## config.mk

```make
export PLATFORM = sky130hd
export DESIGN_NAME = pattern_recognition
export DESIGN_NICKNAME = d
export VERILOG_FILES = /design/src/detect_pkg.sv /design/src/video_pkg.sv /design/src/convolution_filter.sv /design/src/frame_capture.sv /design/src/pattern_recognition.sv /design/src/white_analyzer.sv
export SDC_FILE = /design/constraint.sdc
export NUM_CORES = 2
export LEC_CHECK = 0
export BUFFER_PORTS_ARGS = -buffer_cell sky130_fd_sc_hd__buf_2
export CORE_MARGIN = 2
export CORE_UTILIZATION = 30
export DETAILED_ROUTE_END_ITERATION = 12
export PLACE_DENSITY_LB_ADDON = 0.1
export SLEW_MARGIN = 20
export SYNTH_ARGS = -nofsm -noshare
export SYNTH_HDL_FRONTEND = slang
export SYNTH_HIERARCHICAL = 1
export SYNTH_SLANG_ARGS = --single-unit
```

## constraint.sdc

```tcl
create_clock -name clk_video -period 10.6 [get_ports clk_video]
set_clock_uncertainty 0.1 [all_clocks]
set_input_delay 1.06 -clock clk_video [delete_from_list [all_inputs] [get_ports clk_video]]
set_output_delay 1.06 -clock clk_video [all_outputs]
set_load 0.05 [all_outputs]
```

## src/detect_pkg.sv

```systemverilog
package detect_pkg;

    // ======================================
    // Analyzer result widths
    // ======================================

    // White pixel count and the area limits
    localparam int COUNT_W = 16;

    // Horizontal segment count
    localparam int SEG_W = 8;

    // ======================================
    // Defaults
    // ======================================

    // Mid grey splits white from dark
    localparam int DEF_WHITE_THRESHOLD = 128;

endpackage

```

## src/video_pkg.sv

```systemverilog
package video_pkg;

    // ======================================
    // Pixel and kernel words
    // ======================================

    // Unsigned grey level, 0 black, 255 white
    typedef logic [7:0] pixel_t;

    // Signed kernel tap
    typedef logic signed [7:0] coef_t;

    // ======================================
    // Filter geometry
    // ======================================

    // Window side, the filter is built as a fixed 3x3 structure
    localparam int KERNEL_SIZE = 3;

    // Sum of nine 8b x 9b products, worst case about +-294k
    localparam int ACC_W = 20;

endpackage

```

## src/convolution_filter.sv

```systemverilog
`timescale 1ns/1ns

module convolution_filter #(
    parameter int IMG_WIDTH  = 8,
    parameter int IMG_HEIGHT = 6
) (
    input  logic              clk_video,
    input  logic              rst_n,
    input  logic              x_valid,
    output logic              x_ready,
    input  video_pkg::pixel_t x_data,
    input  video_pkg::coef_t  kernel [0:video_pkg::KERNEL_SIZE-1][0:video_pkg::KERNEL_SIZE-1],
    output logic              y_valid,
    input  logic              y_ready,
    output video_pkg::pixel_t y_data
);

    localparam int K     = video_pkg::KERNEL_SIZE;
    localparam int COL_W = $clog2(IMG_WIDTH);
    localparam int ROW_W = $clog2(IMG_HEIGHT);

    video_pkg::pixel_t line0 [0:IMG_WIDTH-1];  // Previous row
    video_pkg::pixel_t line1 [0:IMG_WIDTH-1];  // Row before that
    video_pkg::pixel_t win [0:K-1][0:K-1];     // [row][col], [0][0] is top-left

    logic [COL_W-1:0]                    col;
    logic [ROW_W-1:0]                    row;
    logic                                active;     // Low only until first edge after reset
    logic                                stall;
    logic                                x_fire;
    logic                                win_valid;  // Stage 1, window complete
    logic signed [video_pkg::ACC_W-1:0]  acc_next;
    logic signed [video_pkg::ACC_W-1:0]  acc;        // Stage 2, MAC result
    logic                                acc_valid;
    video_pkg::pixel_t                   y_next;

    // Whole pipe freezes while output waits on the sink
    assign stall   = y_valid && !y_ready;
    assign x_ready = active && !stall;
    assign x_fire  = x_valid && x_ready;

    // ======================================
    // Line buffers and window
    // ======================================
    always_ff @(posedge clk_video) begin
        if (x_fire) begin
            line1[col] <= line0[col];  // Age the column by one row
            line0[col] <= x_data;
            for (int r = 0; r < K; r++) begin
                for (int c = 0; c < K - 1; c++) begin
                    win[r][c] <= win[r][c+1];  // Shift left
                end
            end
            win[0][K-1] <= line1[col];
            win[1][K-1] <= line0[col];
            win[2][K-1] <= x_data;       // Newest pixel enters bottom-right
        end
    end

    // Position counters and valid pipe
    always_ff @(posedge clk_video or negedge rst_n) begin
        if (!rst_n) begin
            active    <= 1'b0;
            col       <= '0;
            row       <= '0;
            win_valid <= 1'b0;
            acc_valid <= 1'b0;
            y_valid   <= 1'b0;
        end else begin
            active <= 1'b1;
            if (x_fire) begin
                if (col == COL_W'(IMG_WIDTH - 1)) begin
                    col <= '0;
                    // Wrap at end of frame
                    row <= (row == ROW_W'(IMG_HEIGHT - 1)) ? '0 : row + 1'b1;
                end else begin
                    col <= col + 1'b1;
                end
            end
            if (!stall) begin
                win_valid <= x_fire && (row >= ROW_W'(K - 1)) && (col >= COL_W'(K - 1));
                acc_valid <= win_valid;
                y_valid   <= acc_valid;
            end
        end
    end

    // ======================================
    // Multiply-accumulate and clamp
    // ======================================
    always_comb begin
        acc_next = '0;
        for (int r = 0; r < K; r++) begin
            for (int c = 0; c < K; c++) begin
                // Pixel zero-extended so it stays positive
                acc_next = acc_next + kernel[r][c] * $signed({1'b0, win[r][c]});
            end
        end
    end

    always_comb begin
        if (acc < 0) begin
            y_next = '0;
        end else if (acc > 255) begin
            y_next = 8'd255;       // Saturate high
        end else begin
            y_next = acc[7:0];
        end
    end

    // Data registers, advance with the valid pipe
    always_ff @(posedge clk_video) begin
        if (!stall) begin
            if (win_valid) acc <= acc_next;
            if (acc_valid) y_data <= y_next;
        end
    end

endmodule

```

## src/frame_capture.sv

```systemverilog
`timescale 1ns/1ns

module frame_capture #(
    parameter  int IMG_WIDTH    = 8,
    parameter  int IMG_HEIGHT   = 6,
    localparam int FRAME_PIXELS = (IMG_WIDTH - 2) * (IMG_HEIGHT - 2),
    localparam int ADDR_W       = $clog2(FRAME_PIXELS)
) (
    input  logic              clk_video,
    input  logic              rst_n,
    input  logic              in_valid,
    input  logic              in_ready,
    input  video_pkg::pixel_t in_data,
    input  logic              capture_trigger,
    output logic              capturing,
    output logic              capture_complete,
    input  logic [ADDR_W-1:0] rd_addr,
    output video_pkg::pixel_t rd_data
);

    localparam logic ST_IDLE  = 1'b0;
    localparam logic ST_ARMED = 1'b1;

    video_pkg::pixel_t mem [0:FRAME_PIXELS-1];  // One filtered frame

    logic              state;
    logic [ADDR_W-1:0] wr_addr;
    logic              wr_fire;

    assign capturing = (state == ST_ARMED);
    assign wr_fire   = capturing && in_valid && in_ready;  // Only sampled transfers

    // ======================================
    // Capture control
    // ======================================
    always_ff @(posedge clk_video or negedge rst_n) begin
        if (!rst_n) begin
            state            <= ST_IDLE;
            wr_addr          <= '0;
            capture_complete <= 1'b0;
        end else begin
            capture_complete <= 1'b0;  // Single-cycle pulse
            case (state)
                ST_IDLE: begin
                    if (capture_trigger) begin
                        state   <= ST_ARMED;
                        wr_addr <= '0;   // Next transfer lands at 0
                    end
                end
                ST_ARMED: begin
                    // Triggers here are ignored
                    if (wr_fire) begin
                        if (wr_addr == ADDR_W'(FRAME_PIXELS - 1)) begin
                            state            <= ST_IDLE;
                            capture_complete <= 1'b1;
                        end else begin
                            wr_addr <= wr_addr + 1'b1;
                        end
                    end
                end
            endcase
        end
    end

    // Frame memory with one write port and a registered read port
    always_ff @(posedge clk_video) begin
        if (wr_fire) mem[wr_addr] <= in_data;
        rd_data <= mem[rd_addr];  // Data one cycle after address
    end

endmodule

```

## src/pattern_recognition.sv

```systemverilog
`timescale 1ns/1ns

module pattern_recognition #(
    parameter int IMG_WIDTH       = 8,
    parameter int IMG_HEIGHT      = 6,
    parameter int WHITE_THRESHOLD = detect_pkg::DEF_WHITE_THRESHOLD,
    parameter int MIN_AREA        = 4,
    parameter int MAX_AREA        = 20,
    parameter int MIN_SEGMENTS    = 2
) (
    input  logic                           clk_video,
    input  logic                           rst_n,
    input  logic                           x_valid,   // Raw pixel stream
    output logic                           x_ready,
    input  video_pkg::pixel_t              x_data,
    input  video_pkg::coef_t               kernel [0:video_pkg::KERNEL_SIZE-1]
                                                  [0:video_pkg::KERNEL_SIZE-1],
    output logic                           y_valid,   // Filtered stream
    input  logic                           y_ready,
    output video_pkg::pixel_t              y_data,
    input  logic                           capture_trigger,
    output logic                           capture_complete,
    output logic                           capturing,
    output logic                           crossing_detected,
    output logic                           detection_valid,
    output logic [detect_pkg::COUNT_W-1:0] white_count,
    output logic [detect_pkg::SEG_W-1:0]   segment_count
);

    localparam int ADDR_W = $clog2((IMG_WIDTH - 2) * (IMG_HEIGHT - 2));

    logic [ADDR_W-1:0] rd_addr;
    video_pkg::pixel_t rd_data;
    logic              analysis_start;

    // ======================================
    // Filter
    // ======================================
    convolution_filter #(
        .IMG_WIDTH  (IMG_WIDTH),
        .IMG_HEIGHT (IMG_HEIGHT)
    ) filter_i (
        .clk_video, .rst_n,
        .x_valid, .x_ready, .x_data,
        .kernel,
        .y_valid, .y_ready, .y_data
    );

    // Capture taps the output stream and follows the sink's ready
    frame_capture #(
        .IMG_WIDTH  (IMG_WIDTH),
        .IMG_HEIGHT (IMG_HEIGHT)
    ) capture_i (
        .clk_video, .rst_n,
        .in_valid         (y_valid),
        .in_ready         (y_ready),
        .in_data          (y_data),
        .capture_trigger, .capturing, .capture_complete,
        .rd_addr, .rd_data
    );

    // Kick the analyzer one cycle after the frame lands
    always_ff @(posedge clk_video or negedge rst_n) begin
        if (!rst_n) begin
            analysis_start <= 1'b0;
        end else begin
            analysis_start <= capture_complete;
        end
    end

    white_analyzer #(
        .IMG_WIDTH       (IMG_WIDTH),
        .IMG_HEIGHT      (IMG_HEIGHT),
        .WHITE_THRESHOLD (WHITE_THRESHOLD),
        .MIN_AREA        (MIN_AREA),
        .MAX_AREA        (MAX_AREA),
        .MIN_SEGMENTS    (MIN_SEGMENTS)
    ) analyzer_i (
        .clk_video, .rst_n,
        .start (analysis_start),
        .rd_addr, .rd_data,
        .white_count, .segment_count,
        .crossing_detected, .detection_valid
    );

endmodule

```

## src/white_analyzer.sv

```systemverilog
`timescale 1ns/1ns

module white_analyzer #(
    parameter  int IMG_WIDTH       = 8,
    parameter  int IMG_HEIGHT      = 6,
    parameter  int WHITE_THRESHOLD = detect_pkg::DEF_WHITE_THRESHOLD,
    parameter  int MIN_AREA        = 4,
    parameter  int MAX_AREA        = 20,
    parameter  int MIN_SEGMENTS    = 2,
    localparam int FRAME_W         = IMG_WIDTH - 2,
    localparam int FRAME_PIXELS    = FRAME_W * (IMG_HEIGHT - 2),
    localparam int ADDR_W          = $clog2(FRAME_PIXELS),
    localparam int COL_W           = $clog2(FRAME_W)
) (
    input  logic                         clk_video,
    input  logic                         rst_n,
    input  logic                         start,
    output logic [ADDR_W-1:0]            rd_addr,
    input  video_pkg::pixel_t            rd_data,
    output logic [detect_pkg::COUNT_W-1:0] white_count,
    output logic [detect_pkg::SEG_W-1:0]   segment_count,
    output logic                         crossing_detected,
    output logic                         detection_valid
);

    logic                           scanning;    // Address phase
    logic [COL_W-1:0]               col;         // Column of rd_addr
    logic                           d_valid;     // rd_data holds a frame pixel
    logic [COL_W-1:0]               d_col;       // Column of rd_data
    logic                           d_last;
    logic                           done;
    logic                           prev_white;
    logic                           is_white;
    logic [detect_pkg::COUNT_W-1:0] white_acc;
    logic [detect_pkg::SEG_W-1:0]   seg_acc;

    assign is_white = (rd_data >= video_pkg::pixel_t'(WHITE_THRESHOLD));

    always_ff @(posedge clk_video or negedge rst_n) begin
        if (!rst_n) begin
            scanning          <= 1'b0;
            rd_addr           <= '0;
            col               <= '0;
            d_valid           <= 1'b0;
            d_col             <= '0;
            d_last            <= 1'b0;
            done              <= 1'b0;
            prev_white        <= 1'b0;
            white_acc         <= '0;
            seg_acc           <= '0;
            white_count       <= '0;
            segment_count     <= '0;
            crossing_detected <= 1'b0;
            detection_valid   <= 1'b0;
        end else begin
            detection_valid <= 1'b0;
            // ======================================
            // Address walk
            // ======================================
            if (start) begin
                scanning  <= 1'b1;
                rd_addr   <= '0;
                col       <= '0;
                white_acc <= '0;
                seg_acc   <= '0;
            end else if (scanning) begin
                if (rd_addr == ADDR_W'(FRAME_PIXELS - 1)) scanning <= 1'b0;
                rd_addr <= rd_addr + 1'b1;
                col     <= (col == COL_W'(FRAME_W - 1)) ? '0 : col + 1'b1;
            end
            // Delay tags to line up with rd_data
            d_valid <= scanning;
            d_col   <= col;
            d_last  <= scanning && (rd_addr == ADDR_W'(FRAME_PIXELS - 1));
            // ======================================
            // Pixel classification
            // ======================================
            if (d_valid) begin
                prev_white <= is_white;
                if (is_white) begin
                    white_acc <= white_acc + 1'b1;
                    // New run at row start or after dark pixel
                    if (!prev_white || d_col == '0) seg_acc <= seg_acc + 1'b1;
                end
            end
            done <= d_valid && d_last;
            if (done) begin
                white_count       <= white_acc;
                segment_count     <= seg_acc;
                crossing_detected <= (white_acc >= detect_pkg::COUNT_W'(MIN_AREA))
                                  && (white_acc <= detect_pkg::COUNT_W'(MAX_AREA))
                                  && (seg_acc >= detect_pkg::SEG_W'(MIN_SEGMENTS));
                detection_valid   <= 1'b1;
            end
        end
    end

endmodule

```

======== Word-level counts from Yosys, hierarchy flattened ========
Memories as Yosys holds them, arrays and structs flattened. A register that Yosys moved wholly into a read port is not among the register bits.
Cells that the tools add are included.
cells by class
  $add $sub $neg .......................... 15
  multiply operators ...................... 9
  div/mod/pow operators ................... 0
  $lt $le $gt $ge ......................... 8
  equal/unequal tests ..................... 8
  shift-type cells ........................ 0
  mux-type cells .......................... 34
  bitwise operators ....................... 2
  reduce and logical (&&, ||, !) cells .... 21
operators by type and width
  kind                                                                 count
  adder 20 bit                                                         8
  multiplier 8 x 9 -> 17 bit                                           9
  two-way mux 16 bit                                                   3
  two-way mux 8 bit                                                    5
  two-way mux 5 bit                                                    5
  greater-than comparator 20 x 9 -> 1 bit (second input constant)      1
  less-than comparator 20 x 1 -> 1 bit (second input constant)         1
  adder 16 x 1 -> 16 bit (second input constant)                       1
  greater-or-equal comparator 16 x 3 -> 1 bit (second input constant)  1
  less-or-equal comparator 16 x 5 -> 1 bit (second input constant)     1
  two-way mux 3 bit                                                    5
  two-way mux 1 bit                                                    14
  logical AND 1 bit                                                    11
  adder 5 x 1 -> 5 bit (second input constant)                         2
  == test 5 bit (second input constant)                                2
  case mux 5 bit (2 select lines)                                      1
  adder 3 x 1 -> 3 bit (second input constant)                         3
  == test 3 bit (second input constant)                                3
  adder 8 x 1 -> 8 bit (second input constant)                         1
  greater-or-equal comparator 8 x 2 -> 1 bit (second input constant)   1
  greater-or-equal comparator 8 bit (second input constant)            1
  greater-or-equal comparator 3 x 2 -> 1 bit (second input constant)   2
  inequality test 2 bit (second input constant)                        3
  AND reduction 2 bit                                                  3
  7 further kinds                                                      10
storage, ports and cells
  register bits after elaboration ......... 112
  latch bits .............................. 0
  bits in writable memories ............... 392
  ROM bits ................................ 0
  input port bits ......................... 85
  output and inout port bits .............. 38
  logic and storage cells ................. 127
  memories kept ........................... 4
memory list
  memory          words  bits a word  read ports  clocked after Yosys merged registers in  wr ports  line                      source
  capture_i.mem   24     8            1           1                                        1         frame_capture.sv:24       video_pkg::pixel_t mem [0:FRAME_PIXELS-1];
  filter_i.win    3      24           3           0                                        3         convolution_filter.sv:24  video_pkg::pixel_t win [0:K-1][0:K-1];
  filter_i.line0  8      8            1           0                                        1         convolution_filter.sv:22  video_pkg::pixel_t line0 [0:IMG_WIDTH-1];
  filter_i.line1  8      8            1           0                                        1         convolution_filter.sv:23  video_pkg::pixel_t line1 [0:IMG_WIDTH-1];

======== Logic depth before layout (Yosys ltp) ========
  word-level depth ........................ 9
  gate-level depth with buffers ........... 28
  gate-level depth less buffers ........... 27

======== By module ========
Netlist, hierarchy kept.
by module, submodules not included
  module               times used  cells an instance  area each (um^2)  seq. area each (um^2)
  convolution_filter   1           2,687              29,965.0          7,096.8
  frame_capture        1           419                8,076.5           6,100.9
  white_analyzer       1           261                2,944.1           1,651.6
  pattern_recognition  1           1                  25.0              25.0

======== Worst setup path after synthesis ========
OpenSTA, ideal clock, no wires.
  path type ............................... input to register
  from .................................... input port kernel[13] in the netlist's numbering
  to ...................................... register filter_i/acc[19] in the netlist's numbering, data pin
  setup time .............................. 262 ps
  arrival time ............................ 7,671 ps
  required time ........................... 10,238 ps
  slack ................................... 2,567 ps
  stages on the path ...................... 22
  buffers on the path ..................... 0
  cell sequence ........................... and2_1 > fa_1 > fa_1 > fa_1 > inv_1 > fa_1 > fa_1 > inv_1 > fa_1 > fa_1 > fa_1 > fa_1 > inv_1 > fa_1 > inv_1 > ha_1 > o21a_1 > o21ai_0 > a21oi_1 > a41o_1 > a221oi_2 > xnor2_1
between the ends
  cells in the longest elaborated chain, start to end .. 3
RTL lines
  item                                  line                       source
  start, declared                       pattern_recognition.sv:16  input video_pkg::coef_t kernel [0:video_pkg::KERNEL_SIZE-1]
  multiplier 8 x 9 -> 17 bit            convolution_filter.sv:96   acc_next = acc_next + kernel[r][c] * $signed({1'b0, win[r][c]});
  adder 20 bit (2 in a row)             convolution_filter.sv:96
  named net filter_i.acc_next, one bit  convolution_filter.sv:32   logic signed [video_pkg::ACC_W-1:0] acc_next;
  end signal, assigned                  convolution_filter.sv:114  if (win_valid) acc <= acc_next;
  end, declared                         convolution_filter.sv:33   logic signed [video_pkg::ACC_W-1:0] acc;
The timed path passes the listed nets, and every way through them passes these cells.
A chain may end at the register's enable or synchronous reset.

==> impl_metrics.tcl <==
set metrics [dict create \
    grt_usage 0.1792 \
    grt_max_degree 75 \
    drive_gt1_frac 0.08820 \
    dr.first_iter.drc_count 970 \
    tightest_slew_ns 1.089 \
    grt_pass1_wl_mm 155.0 \
    cp_slowest_cell "edfxtp_1" \
    wl_per_cell_um 21.56 \
    synth_warnings 6 \
    arrival_ns 8.59 \
    grt-ovfl-total 0 \
    cts_setup_buffers 0 \
    num_vias 21500 \
    critical-path-top-cell-by-count "fa_1" \
    timing.fmax_ghz 0.1201 \
    antenna_found_initial 20 \
    cp-start-kind "flop" \
    finalCritPeriodShare 0.7856 \
    dp_cells 4684 \
    dieArea_mm2 0.1179 \
    clockRootBuffer "clkbuf_16" \
    htree_levels 2 \
    first_pass_iters 5 \
    postCtsHoldBufs 0 \
    finalMaxSlewViolations 0 \
    final_nets 4178 \
    io_pins 123 \
    core_mm2 0.1143 \
    gp_congestion 0.8720 \
    area_delta_synth_final_pct 11.40 \
    die_y_um 343.4 \
    grt_pass1_vias 24280 \
    rsz0062_at_grt "false" \
    final_cells 4770 \
    synth_area_mm2 0.03456 \
    initial_utilization 0.3022 \
    place_hpwl_mm 84.40 \
    numCtsBuffers 45 \
    slowest_delay_ns 0.86 \
    critPathTopFamily "adder cells" \
    hold_viol 0 \
    vias_per_cell 4.507 \
    cts_resized 0 \
    cts_tree "yes" \
    clk_pin_slew_worst_paths_ns 0.06 \
    crit_chain "nand2_1 > fa_1 > inv_1 > fa_1 > fa_1 > fa_1 > inv_1 > fa_1 > inv_1 > fa_1 > inv_1 > fa_1 > fa_1 > fa_1 > inv_1 > fa_1 > ha_1 > a21oi_1 > o22ai_1 > o211ai_1 > or2_2 > o21ai_0 > xnor2_1" \
    cp_num_buf_inv 5 \
    syn_inst 3088 \
    end_kind "flop" \
    die_x_um 343.4 \
    cts_max_path_buffers 3 \
    ant_nets 0 \
    drc_errors 0 \
    max_cap_violations 0 \
    finalSetupTns_ns 0 \
    cts_sinks 337 \
    syn_area_per_cell_um2 11.19 \
    syn_nets 4046 \
    path_max_fanout 9 \
    crit_type "flop to flop" \
    rows 124 \
    status "finished, final reports clean" \
    critPathRequiredTime_ns 10.86 \
    port_buffers 122 \
    finalWirelength_mm 102.8 \
    max-slew-margin-rel 0.2741 \
    layout_min_cycle_time_ns 8.327 \
    min_path_type "input port to asynchronous set/reset pin" \
    clk_latency_ns 0.63 \
    setup-violations-final 0 \
]
[final timing paths]
path	startpoint	endpoint	slack (ns)	depth (start not counted)
max	filter_i/win[0][52]	filter_i/acc[18]	2.27	23
min	rst_n	analyzer_i/segment_count[3]	0.16	1
max reg2reg	filter_i/win[0][52]	filter_i/acc[18]	2.27	23
min reg2reg	capture_i/capture_complete	analysis_start	0.29	0
max in group asynchronous	rst_n	analyzer_i/done	9.30	3
min in group clk_video	capture_i/capture_complete	analysis_start	0.29	0
[layout by cell type, fill, tap and decap left out, drive strengths merged, types with 5 or more instances in the layout]
| cell | instances |
|---|---|
| ha | 305 |
| nor3 | 13 |
| nand3 | 16 |
| a22oi | 9 |
| a221oi | 22 |
| o22ai | 11 |
| mux2i | 13 |
| dfrtp | 84 |
| edfxtp | 252 |
| xor2 | 8 |
| xnor2 | 27 |
| inv | 761 |
| a31oi | 10 |
| and3 | 13 |
| buf | 138 |
| mux4 | 14 |
| and2 | 346 |
| nor4 | 9 |
| mux2 | 42 |
| nand2 | 233 |
| a21o | 5 |
| clkinv | 17 |
| nor2 | 83 |
| a21oi | 22 |
| nand2b | 25 |
| o31ai | 5 |
| clkbuf | 54 |
| nand4 | 8 |
| fa | 568 |
| nor2b | 44 |
| o21ai | 41 |
[final cells by class]
type | count | area (um2)
fill | 11540 | 75850
antenna | 4 | 10.01
timing repair buffer | 138 | 753.2
clock buffer | 54 | 1201
multi-input combinational | 1939 | 21770
sequential | 337 | 9692
clock inverter | 27 | 330.3
tap | 1512 | 1892
inverter | 759 | 2850
[per-stage QoR]
stage	utilization	worst slack, ns	hold WS (ns)	instance area, um2
2_1_floorplan	-	2.567	0.2519	34560
3_3_place_gp	0.3229	1.757	0.2869	36930
3_5_place_dp	0.3229	1.778	0.2801	36930
4_1_cts	0.3363	2.196	0.1195	38460
5_1_grt	0.3366	1.836	0.1346	38490
6_report	0.3367	2.273	0.1644	38500
[flip-flops by register name (all words and copies together), names as in the netlist, 3 cells and up]
name                      flops
filter_i/win                 72
filter_i/y_data               8
filter_i/line1               64
analyzer_i/d_col              3
capture_i/wr_addr             5
analyzer_i/rd_addr            5
analyzer_i/segment_count      8
capture_i/mem                24
filter_i/row                  3
analyzer_i/white_count       16
analyzer_i/white_acc         16
analyzer_i/seg_acc            8
filter_i/acc                 20
filter_i/col                  3
filter_i/line0               64
analyzer_i/col                3
[layer usage]
| metal | wire (um) | track usage | up-vias |
|---|---|---|---|
| met5 | 178 | 0 | - |
| met4 | 2149 | 0.04276 | 28 |
| met3 | 4277 | 0.03244 | 121 |
| met2 | 51260 | 0.3105 | 341 |
| met1 | 44960 | 0.2316 | 11210 |
| li1 | - | - | 9795 |
Power is left out: the tool's default activity adds up to more than one toggle a clock period on the data nets, which glitch-free logic cannot reach.
